==> config.mk <==
export PLATFORM = sky130hd
export DESIGN_NAME = ej_branch_core
export DESIGN_NICKNAME = d
export VERILOG_FILES = /design/src/hw/ej_pkg.sv /design/src/hw/ej_seq_fsm.sv /design/src/hw/ej_pc_counter.sv /design/src/hw/ej_branch_unit.sv /design/src/hw/ej_data_stack.sv /design/src/hw/ej_branch_core.sv
export SDC_FILE = /design/constraint.sdc
export NUM_CORES = 1
export LEC_CHECK = 0
export BUFFER_PORTS_ARGS = -buffer_cell sky130_fd_sc_hd__buf_2
export CAP_MARGIN = 10
export CORE_MARGIN = 3
export CORE_UTILIZATION = 57
export CTS_CLUSTER_SIZE = 28
export DETAILED_ROUTE_END_ITERATION = 8
export PLACE_DENSITY_LB_ADDON = 0.08
export SLEW_MARGIN = 10
export SYNTH_ARGS = -nofsm -noshare
export SYNTH_HDL_FRONTEND = slang
export SYNTH_SLANG_ARGS = --single-unit
export TNS_END_PERCENT = 20
==> constraint.sdc <==
create_clock -name ctl -period 6.7 [get_ports ctl]
set_input_delay 1.005 -clock ctl [delete_from_list [all_inputs] [get_ports ctl]]
set_output_delay 1.005 -clock ctl [all_outputs]
set_load 0.005 [all_outputs]
==> src/hw/ej_pkg.sv <==
// ========================================
// ej branch core shared types
// opcodes, sequencer states, stack and pc controls
// ========================================
package ej_pkg;

    // java byte values where they exist
    // forth extensions sit in the free 0xcb..0xcf range
    typedef enum logic [7:0] {
        op_nop           = 8'h00,
        op_bipush        = 8'h10,
        op_pop           = 8'h57,
        op_dup           = 8'h59,
        op_ifeq          = 8'h99,
        op_ifne          = 8'h9a,
        op_iflt          = 8'h9b,
        op_ifge          = 8'h9c,
        op_goto          = 8'ha7,
        op_jreturn       = 8'hb1,   // java return
        op_invokevirtual = 8'hb6,
        op_donext        = 8'hcb,
        op_pushr         = 8'hcc,   // t to return stack
        op_popr          = 8'hcd,   // r to data stack
        op_dupr          = 8'hce,   // copy r to data stack
        op_halt          = 8'hcf
    } opcode_t;

    typedef enum logic [1:0] {
        s_op   = 2'd0,      // opcode byte on the bus
        s_arg1 = 2'd1,      // first operand byte
        s_arg2 = 2'd2,      // low address byte
        s_halt = 2'd3
    } seq_state_t;

    typedef enum logic [1:0] {
        stk_nop  = 2'd0,
        stk_push = 2'd1,
        stk_pop  = 2'd2,
        stk_move = 2'd3     // overwrite top in place
    } stk_op_t;

    typedef enum logic [1:0] {
        pc_inc   = 2'd0,
        pc_merge = 2'd1,    // {hi, mem_data}
        pc_rs    = 2'd2,    // return stack top
        pc_hold  = 2'd3
    } pc_src_t;

    // data stack push source
    localparam logic [1:0] sel_mem = 2'd0;  // sign-extended byte
    localparam logic [1:0] sel_rs  = 2'd1;
    localparam logic [1:0] sel_dup = 2'd2;

    typedef struct packed {
        opcode_t    code;
        seq_state_t phase;
        stk_op_t    ds_op;
        logic [1:0] ds_sel;
        logic       latch_hi;
    } seq_ctl_t;

    typedef struct packed {
        logic t_z;
        logic t_neg;
    } ds_flags_t;

    typedef struct packed {
        pc_src_t src;
    } pc_cmd_t;

endpackage

==> src/hw/ej_seq_fsm.sv <==
// ========================================
// ej instruction sequencer
// decodes the opcode byte, walks operand phases
// ========================================
`timescale 1ns/1ps

module ej_seq_fsm
    import ej_pkg::*;
(
    input  logic       ctl,
    input  logic       rst_n,
    input  logic       run,
    input  logic [7:0] mem_data,
    output seq_ctl_t   seq_ctl,
    output logic       halted
);
    seq_state_t state;
    seq_state_t state_n;
    opcode_t    op_q;           // opcode held over the operand bytes
    opcode_t    code;
    logic       three_byte;     // opcode + hi + lo

    // the opcode is live on the bus only in s_op
    assign code = (state == s_op) ? opcode_t'(mem_data) : op_q;

    always_comb begin
        case (code)
            op_ifeq, op_ifne, op_iflt, op_ifge,
            op_goto, op_invokevirtual, op_donext: three_byte = 1'b1;
            default:                              three_byte = 1'b0;
        endcase
    end

    always_comb begin
        state_n = state;
        case (state)
            s_op: begin
                if (code == op_halt)
                    state_n = s_halt;
                else if (three_byte || code == op_bipush)
                    state_n = s_arg1;
            end
            s_arg1:  state_n = three_byte ? s_arg2 : s_op;   // bipush ends here
            s_arg2:  state_n = s_op;
            default: state_n = s_halt;                       // sticky till reset
        endcase
    end

    // data stack control and hi byte strobe
    always_comb begin
        seq_ctl.code     = code;
        seq_ctl.phase    = state;
        seq_ctl.ds_op    = stk_nop;
        seq_ctl.ds_sel   = sel_mem;
        seq_ctl.latch_hi = 1'b0;
        case (state)
            s_op: begin
                case (code)
                    op_pop:   seq_ctl.ds_op = stk_pop;
                    op_pushr: seq_ctl.ds_op = stk_pop;   // t leaves for the return stack
                    op_dup: begin
                        seq_ctl.ds_op  = stk_push;
                        seq_ctl.ds_sel = sel_dup;
                    end
                    op_popr, op_dupr: begin
                        seq_ctl.ds_op  = stk_push;
                        seq_ctl.ds_sel = sel_rs;
                    end
                    default: ;                          // unknown acts as nop
                endcase
            end
            s_arg1: begin
                if (code == op_bipush)
                    seq_ctl.ds_op = stk_push;           // sel_mem, byte sign-extended
                seq_ctl.latch_hi = three_byte;
            end
            s_arg2: begin
                case (code)
                    op_ifeq, op_ifne, op_iflt, op_ifge: seq_ctl.ds_op = stk_pop;
                    default: ;
                endcase
            end
            default: ;
        endcase
    end

    always_ff @(posedge ctl or negedge rst_n) begin
        if (!rst_n) begin
            state <= s_op;
            op_q  <= op_nop;
        end else if (run) begin
            state <= state_n;
            if (state == s_op)
                op_q <= code;
        end
    end

    assign halted = (state == s_halt);

endmodule

==> src/hw/ej_pc_counter.sv <==
// ========================================
// ej program counter
// increments, merges hi/lo bytes or loads from r
// ========================================
`timescale 1ns/1ps

module ej_pc_counter
    import ej_pkg::*;
#(
    parameter int ASZ = 16,
    parameter int DSZ = 32
) (
    input  logic           ctl,
    input  logic           rst_n,
    input  logic           run,
    input  seq_ctl_t       seq_ctl,
    input  pc_cmd_t        pc_cmd,
    input  logic [7:0]     mem_data,
    input  logic [DSZ-1:0] r,
    output logic [ASZ-1:0] pc
);
    logic [ASZ-9:0] hi;         // upper address bits from the first operand
    logic [ASZ-1:0] pc_n;

    always_comb begin
        case (pc_cmd.src)
            pc_merge: pc_n = {hi, mem_data};    // lo byte is on the bus now
            pc_rs:    pc_n = r[ASZ-1:0];
            pc_hold:  pc_n = pc;
            default:  pc_n = pc + 1'b1;
        endcase
    end

    always_ff @(posedge ctl or negedge rst_n) begin
        if (!rst_n) begin
            pc <= '0;
        end else if (run) begin
            pc <= pc_n;
        end
    end

    // captured in s_arg1, consumed one cycle later
    always_ff @(posedge ctl) begin
        if (run && seq_ctl.latch_hi) begin
            hi <= mem_data[ASZ-9:0];
        end
    end

endmodule

==> src/hw/ej_branch_unit.sv <==
// ========================================
// ej branch unit
// branch decisions and the return stack
// ========================================
`timescale 1ns/1ps

module ej_branch_unit
    import ej_pkg::*;
#(
    parameter int ASZ      = 16,
    parameter int DSZ      = 32,
    parameter int RS_DEPTH = 16
) (
    input  logic           ctl,
    input  logic           rst_n,
    input  logic           run,
    input  seq_ctl_t       seq_ctl,
    input  ds_flags_t      flags,
    input  logic [DSZ-1:0] t,
    input  logic [ASZ-1:0] pc,
    output pc_cmd_t        pc_cmd,
    output logic [DSZ-1:0] r
);
    localparam int RAW = $clog2(RS_DEPTH);

    logic [DSZ-1:0] rs [RS_DEPTH];  // return stack body
    logic [RAW:0]   rp;             // entry count, 0 = empty
    logic [RAW-1:0] top_idx;
    stk_op_t        rs_op;
    logic [DSZ-1:0] rs_din;
    logic [ASZ-1:0] ret_addr;
    logic           taken;

    assign top_idx  = rp[RAW-1:0] - 1'b1;
    assign r        = (rp == '0) ? '0 : rs[top_idx];   // reads 0 when empty
    assign ret_addr = pc + 1'b1;                       // byte after the lo operand

    // condition per opcode, only looked at in s_arg2
    always_comb begin
        case (seq_ctl.code)
            op_ifeq:   taken = flags.t_z;
            op_ifne:   taken = !flags.t_z;
            op_iflt:   taken = flags.t_neg;
            op_ifge:   taken = !flags.t_neg;
            op_donext: taken = (r != '0);    // loop while count left
            op_goto, op_invokevirtual: taken = 1'b1;
            default:   taken = 1'b0;
        endcase
    end

    always_comb begin
        pc_cmd.src = pc_inc;
        rs_op      = stk_nop;
        rs_din     = t;                      // pushr source
        case (seq_ctl.phase)
            s_op: begin
                case (seq_ctl.code)
                    op_jreturn: begin
                        pc_cmd.src = pc_rs;
                        rs_op      = stk_pop;
                    end
                    op_pushr: rs_op = stk_push;
                    op_popr:  rs_op = stk_pop;
                    op_halt:  pc_cmd.src = pc_hold;   // stay on the halt byte
                    default: ;
                endcase
            end
            s_arg2: begin
                if (taken)
                    pc_cmd.src = pc_merge;
                case (seq_ctl.code)
                    op_invokevirtual: begin
                        rs_op  = stk_push;
                        rs_din = DSZ'(ret_addr);
                    end
                    op_donext: begin
                        // count down in place, drop the counter on exit
                        rs_op  = taken ? stk_move : stk_pop;
                        rs_din = r - 1'b1;
                    end
                    default: ;
                endcase
            end
            s_halt: pc_cmd.src = pc_hold;
            default: ;
        endcase
    end

    always_ff @(posedge ctl or negedge rst_n) begin
        if (!rst_n) begin
            rp <= '0;
        end else if (run) begin
            case (rs_op)
                stk_push: rp <= rp + 1'b1;
                stk_pop:  rp <= rp - 1'b1;
                default: ;
            endcase
        end
    end

    always_ff @(posedge ctl) begin
        if (run) begin
            case (rs_op)
                stk_push: rs[rp[RAW-1:0]] <= rs_din;   // next free slot
                stk_move: rs[top_idx]     <= rs_din;
                default: ;
            endcase
        end
    end

endmodule

==> src/hw/ej_data_stack.sv <==
// ========================================
// ej data stack
// top register over a small array, t flags
// ========================================
`timescale 1ns/1ps

module ej_data_stack
    import ej_pkg::*;
#(
    parameter int DSZ      = 32,
    parameter int DS_DEPTH = 8
) (
    input  logic           ctl,
    input  logic           rst_n,
    input  logic           run,
    input  seq_ctl_t       seq_ctl,
    input  logic [7:0]     mem_data,
    input  logic [DSZ-1:0] r,
    output logic [DSZ-1:0] t,
    output ds_flags_t      flags
);
    localparam int DAW = $clog2(DS_DEPTH);

    logic [DSZ-1:0] ds [DS_DEPTH];  // entries below t
    logic [DAW:0]   dp;             // entries held in ds
    logic [DAW-1:0] nos_idx;
    logic [DSZ-1:0] nos;            // next on stack
    logic [DSZ-1:0] push_val;

    assign nos_idx = dp[DAW-1:0] - 1'b1;
    assign nos     = (dp == '0) ? '0 : ds[nos_idx];

    always_comb begin
        case (seq_ctl.ds_sel)
            sel_rs:  push_val = r;
            sel_dup: push_val = t;
            default: push_val = {{(DSZ-8){mem_data[7]}}, mem_data};  // bipush
        endcase
    end

    always_ff @(posedge ctl or negedge rst_n) begin
        if (!rst_n) begin
            t  <= '0;
            dp <= '0;
        end else if (run) begin
            case (seq_ctl.ds_op)
                stk_push: begin
                    t  <= push_val;
                    dp <= dp + 1'b1;
                end
                stk_pop: begin
                    t <= nos;                   // empty pop leaves 0
                    if (dp != '0)
                        dp <= dp - 1'b1;
                end
                stk_move: t <= push_val;
                default: ;
            endcase
        end
    end

    // old t sinks into the array on push
    always_ff @(posedge ctl) begin
        if (run && seq_ctl.ds_op == stk_push) begin
            ds[dp[DAW-1:0]] <= t;
        end
    end

    assign flags.t_z   = (t == '0);
    assign flags.t_neg = t[DSZ-1];     // two's complement sign

endmodule

==> src/hw/ej_branch_core.sv <==
// ========================================
// ej branch core top
// sequencer, pc, branch unit and data stack
// ========================================
`timescale 1ns/1ps

module ej_branch_core
    import ej_pkg::*;
#(
    parameter int ASZ      = 16,
    parameter int DSZ      = 32,
    parameter int RS_DEPTH = 16,
    parameter int DS_DEPTH = 8
) (
    input  logic           ctl,
    input  logic           rst_n,
    input  logic           run,
    input  logic [7:0]     mem_data,
    output logic [ASZ-1:0] fetch_addr,
    output logic [DSZ-1:0] tos,
    output logic           halted
);
    seq_ctl_t       seq_ctl;
    ds_flags_t      flags;
    pc_cmd_t        pc_cmd;
    logic [DSZ-1:0] r;          // return stack top

    ej_seq_fsm u_seq (
        .ctl      (ctl),
        .rst_n    (rst_n),
        .run      (run),
        .mem_data (mem_data),
        .seq_ctl  (seq_ctl),
        .halted   (halted)
    );

    ej_pc_counter #(
        .ASZ (ASZ),
        .DSZ (DSZ)
    ) u_pc (
        .ctl      (ctl),
        .rst_n    (rst_n),
        .run      (run),
        .seq_ctl  (seq_ctl),
        .pc_cmd   (pc_cmd),
        .mem_data (mem_data),
        .r        (r),
        .pc       (fetch_addr)  // pc is the fetch address
    );

    ej_branch_unit #(
        .ASZ      (ASZ),
        .DSZ      (DSZ),
        .RS_DEPTH (RS_DEPTH)
    ) u_br (
        .ctl     (ctl),
        .rst_n   (rst_n),
        .run     (run),
        .seq_ctl (seq_ctl),
        .flags   (flags),
        .t       (tos),
        .pc      (fetch_addr),
        .pc_cmd  (pc_cmd),
        .r       (r)
    );

    ej_data_stack #(
        .DSZ      (DSZ),
        .DS_DEPTH (DS_DEPTH)
    ) u_ds (
        .ctl      (ctl),
        .rst_n    (rst_n),
        .run      (run),
        .seq_ctl  (seq_ctl),
        .mem_data (mem_data),
        .r        (r),
        .t        (tos),
        .flags    (flags)
    );

endmodule

==> flow_metrics.env <==
export IMPL_status="finished, final reports clean"
export IMPL_slew_viol_final=0
export IMPL_finalCriticalPeriod_ns=6.240
export IMPL_fin_skew_ns=0.02370
export IMPL_fin_ws_ns=0.4601
export IMPL_overflow=0
export IMPL_synth_net_count=2151
export IMPL_initial_utilization=0.5798
export IMPL_clkSinkCount=843
export IMPL_yosysTopAreaCellShare=0.6477
export IMPL_yosys_top_cells_count="edfxtp_1, nand2_1, mux4_2"
export IMPL_crit_type="reg -> reg"
export IMPL_slew_headroom=0.2070
export IMPL_pwr_share_comb=0.329
export IMPL_ys_warnings_count=0
export IMPL_path_clk_slew_ns=0.06
export IMPL_internal_power_mw=11.23
export IMPL_switching_share=0.3499
export IMPL_fmax_mhz=160.3
export IMPL_rr_worst_depth=14
export IMPL_postRouteAntennaNets=0
export IMPL_worstReg2RegEnd="u_br.rs[9][30]$_DFFE_PP_"
export IMPL_ys_flop_type="edfxtp_1"
export IMPL_setup_tns_ns=0
export IMPL_grt_start_max_net_pins=71
export IMPL_cellLeakagePower_nw=13.59
export IMPL_totalWireLength_um=92740
export IMPL_ys_types=101
export IMPL_tightestPinTransition_ns=1.190
export IMPL_r2r_start="u_br.rp[0]$_DFFE_PN0P_"
export IMPL_synth_async_reset_ratio=0.07948
export IMPL_cts_buffers_inserted=86
export IMPL_place_area_um2=37640
export IMPL_synth_seq_cells=843
export IMPL_power_frac_seq=0.403
export IMPL_final_cells=3127
export IMPL_hold_viol=0
export IMPL_place_ws_ns=0.4588
export IMPL_drive_gt1_frac=0.2397
export IMPL_setup_viol=0
export IMPL_pwr_share_clk=0.267
export IMPL_cp_start_kind="flop"
export IMPL_dp_hpwl_um=59630
export IMPL_dr_pass1_iters=7
export IMPL_viasPerCell=6.555
export IMPL_antenna_found_initial=2
export IMPL_dpl_cell_count=2967
export IMPL_cts_hold_buf=0
export IMPL_drt_iter0_drc=2363
export IMPL_synth_edff_count=776
export IMPL_rows=91
export IMPL_total_power_mw=17.27
export IMPL_finish_utilization=0.6512
export IMPL_cts_root_buf="clkbuf_16"
export IMPL_cts_tree="done"
export IMPL_period_share=0.9313
export IMPL_cp_required_ns=7.02
export IMPL_critPathArrivalTime_ns=6.56
export IMPL_cap_viol_max_count=0
export IMPL_gp_congestion=0.9361
export IMPL_final_cell_area_um2=40410
export IMPL_hold_class="in -> async"
export IMPL_yosysTopAreaCell="edfxtp_1"
export IMPL_drc_errors=0
export IMPL_crit_fanout=27
export IMPL_syn_to_final_growth_pct=12.32
export IMPL_synthCells=2117
export IMPL_p_per_area_nw_per_um2=427.5
export IMPL_cts_path_max_buffers=3
export IMPL_grt_pass1_vias=20160
export IMPL_whs_ns=0.5173
export IMPL_end_kind="flop"
export IMPL_grt_pass1_wl_um=138700
export IMPL_wl_per_cell_um=29.66
export IMPL_n_antenna_cell=0
export IMPL_track_usage=0.2861
export IMPL_ctsHtreeMaxLevel=3
export IMPL_synthesis_area_um2=35980
export IMPL_yosysSeqAreaShare=0.6943
export IMPL_design_die_area_um2=66160
export IMPL_insertion_delay_ns=0.65
export IMPL_fill_cells=4301
export IMPL_layout_nets=2252
export IMPL_num_vias=20500
export IMPL_p_switching_mw=6.044
export IMPL_io_buffers=59
export IMPL_core_area_um2=62050
export IMPL_synth_most_common_cell="edfxtp_1"
export IMPL_max_vdd_ir_drop_uv=243.1
export IMPL_die_w_um=257.2
export IMPL_syn_mean_instance_area_um2=16.99
export IMPL_rsz0062_at_grt="no"
export IMPL_worst_r2r_setup_slack_ns=0.46
export IMPL_io_pins=60
export IMPL_die_h_um=257.2
export IMPL_synthTopCellsByArea="edfxtp_1, mux4_2, dfrtp_1"
cell type report:
class / count / area (um2) / area share
Multi-Input combinational cell: 1123 / 10510 / 0.2601
Sequential cell: 843 / 24990 / 0.6184
Clock inverter: 38 / 319.1 / 0.007896
Inverter: 29 / 108.9 / 0.002694
Tap cell: 837 / 1047 / 0.02592
Clock buffer: 122 / 2430 / 0.06013
Timing Repair Buffer: 135 / 1006 / 0.02490
flip-flops by register name (all words and copies together) (netlist names):
signal       cells
u_seq.op_q       8
u_ds.ds        256
u_ds.t          32
u_br.rp          5
u_pc.hi          8
u_seq.state      2
u_br.rs        512
u_ds.dp          4
u_pc.pc         16
power groups by stage:
stage	clock network, mW	logic (mW)	registers, mW
after floorplan	0	3.71	6.83
after global placement	0	5.57	7.04
after detailed placement	0	5.64	7.07
after CTS	4.70	5.66	6.96
after global routing	4.92	6.05	7.01
final	4.62	5.69	6.97
critical path: stages, from the launching register on:
cell and delay, ns:
dfrtp_4 0.49, inv_1 0.25, ha_1 0.51, nand2b_1 0.17
o21ai_4 0.70, a22o_1 0.33, nor2_1 0.08, o2111ai_1 0.55
nor4_2 0.18, a32oi_4 0.55, ha_1 0.43, and3_1 0.29
xor2_1 0.44, and3_2 0.56, buf_4 0.35
how the worst max path moves through the flow:
stage / start / endpoint / slack, ns
2_1_floorplan: mem_data[0] / u_ds.ds[0][0]$_DFFE_PP_ / 0.05
3_3_place_gp: u_br.rp[0]$_DFFE_PN0P_ / u_br.rs[13][19]$_DFFE_PP_ / 0.67
3_5_place_dp: u_br.rp[0]$_DFFE_PN0P_ / u_br.rs[13][6]$_DFFE_PP_ / 0.46
4_1_cts: u_br.rp[0]$_DFFE_PN0P_ / u_br.rs[13][14]$_DFFE_PP_ / 0.42
5_1_grt: u_br.rp[0]$_DFFE_PN0P_ / u_br.rs[9][19]$_DFFE_PP_ / 0.13
6_report: u_br.rp[0]$_DFFE_PN0P_ / u_br.rs[9][30]$_DFFE_PP_ / 0.46
routing by layer:
layer	GRT usage	part of all wire	up-vias
met5	0	0	-
met1	0.4237	0.42	10670
met2	0.4435	0.47	968
li1	-	-	8717
met3	0.05560	0.081	141
met4	0.07811	0.028	0
timing repair:
item | 4_1_cts | 5_1_grt
buffers inserted | 0 | 0
gates resized for setup | 0 | 2
setup endpoints to repair | 0 | 49
cells in the final DEF (no fill, tap or decap), types with 11 or more instances in the layout:
cell type and instances:
xnor2_1 28, a22o_1 16, edfxtp_1 776, dfrtp_1 65
a22oi_1 15, nand2_1 201, and2_1 21, o211ai_1 12
buf_4 66, a211oi_1 16, o21ai_0 47, buf_2 58
nor3_1 20, a21oi_1 70, inv_1 29, and3_2 15
o22ai_1 13, a221oi_1 14, nand4_1 14, ha_1 19
clkbuf_1 24, and3_1 17, mux2i_1 17, nand3_1 39
nor2_1 100, buf_12 11, clkinv_1 15, mux4_2 192
o31ai_1 16, clkbuf_16 88, nor4_1 11
cells by family after synthesis:
group	synth area share
DFF	0.6943
adders and majority gates	0.008417
buffers and inverters	0.02042
AOI/OAI and AO/OA	0.06671
and+or+nand+nor	0.07012
xor gates and xnor gates	0.01196
muxes	0.1281
Power figures use the tool's default switching activity.
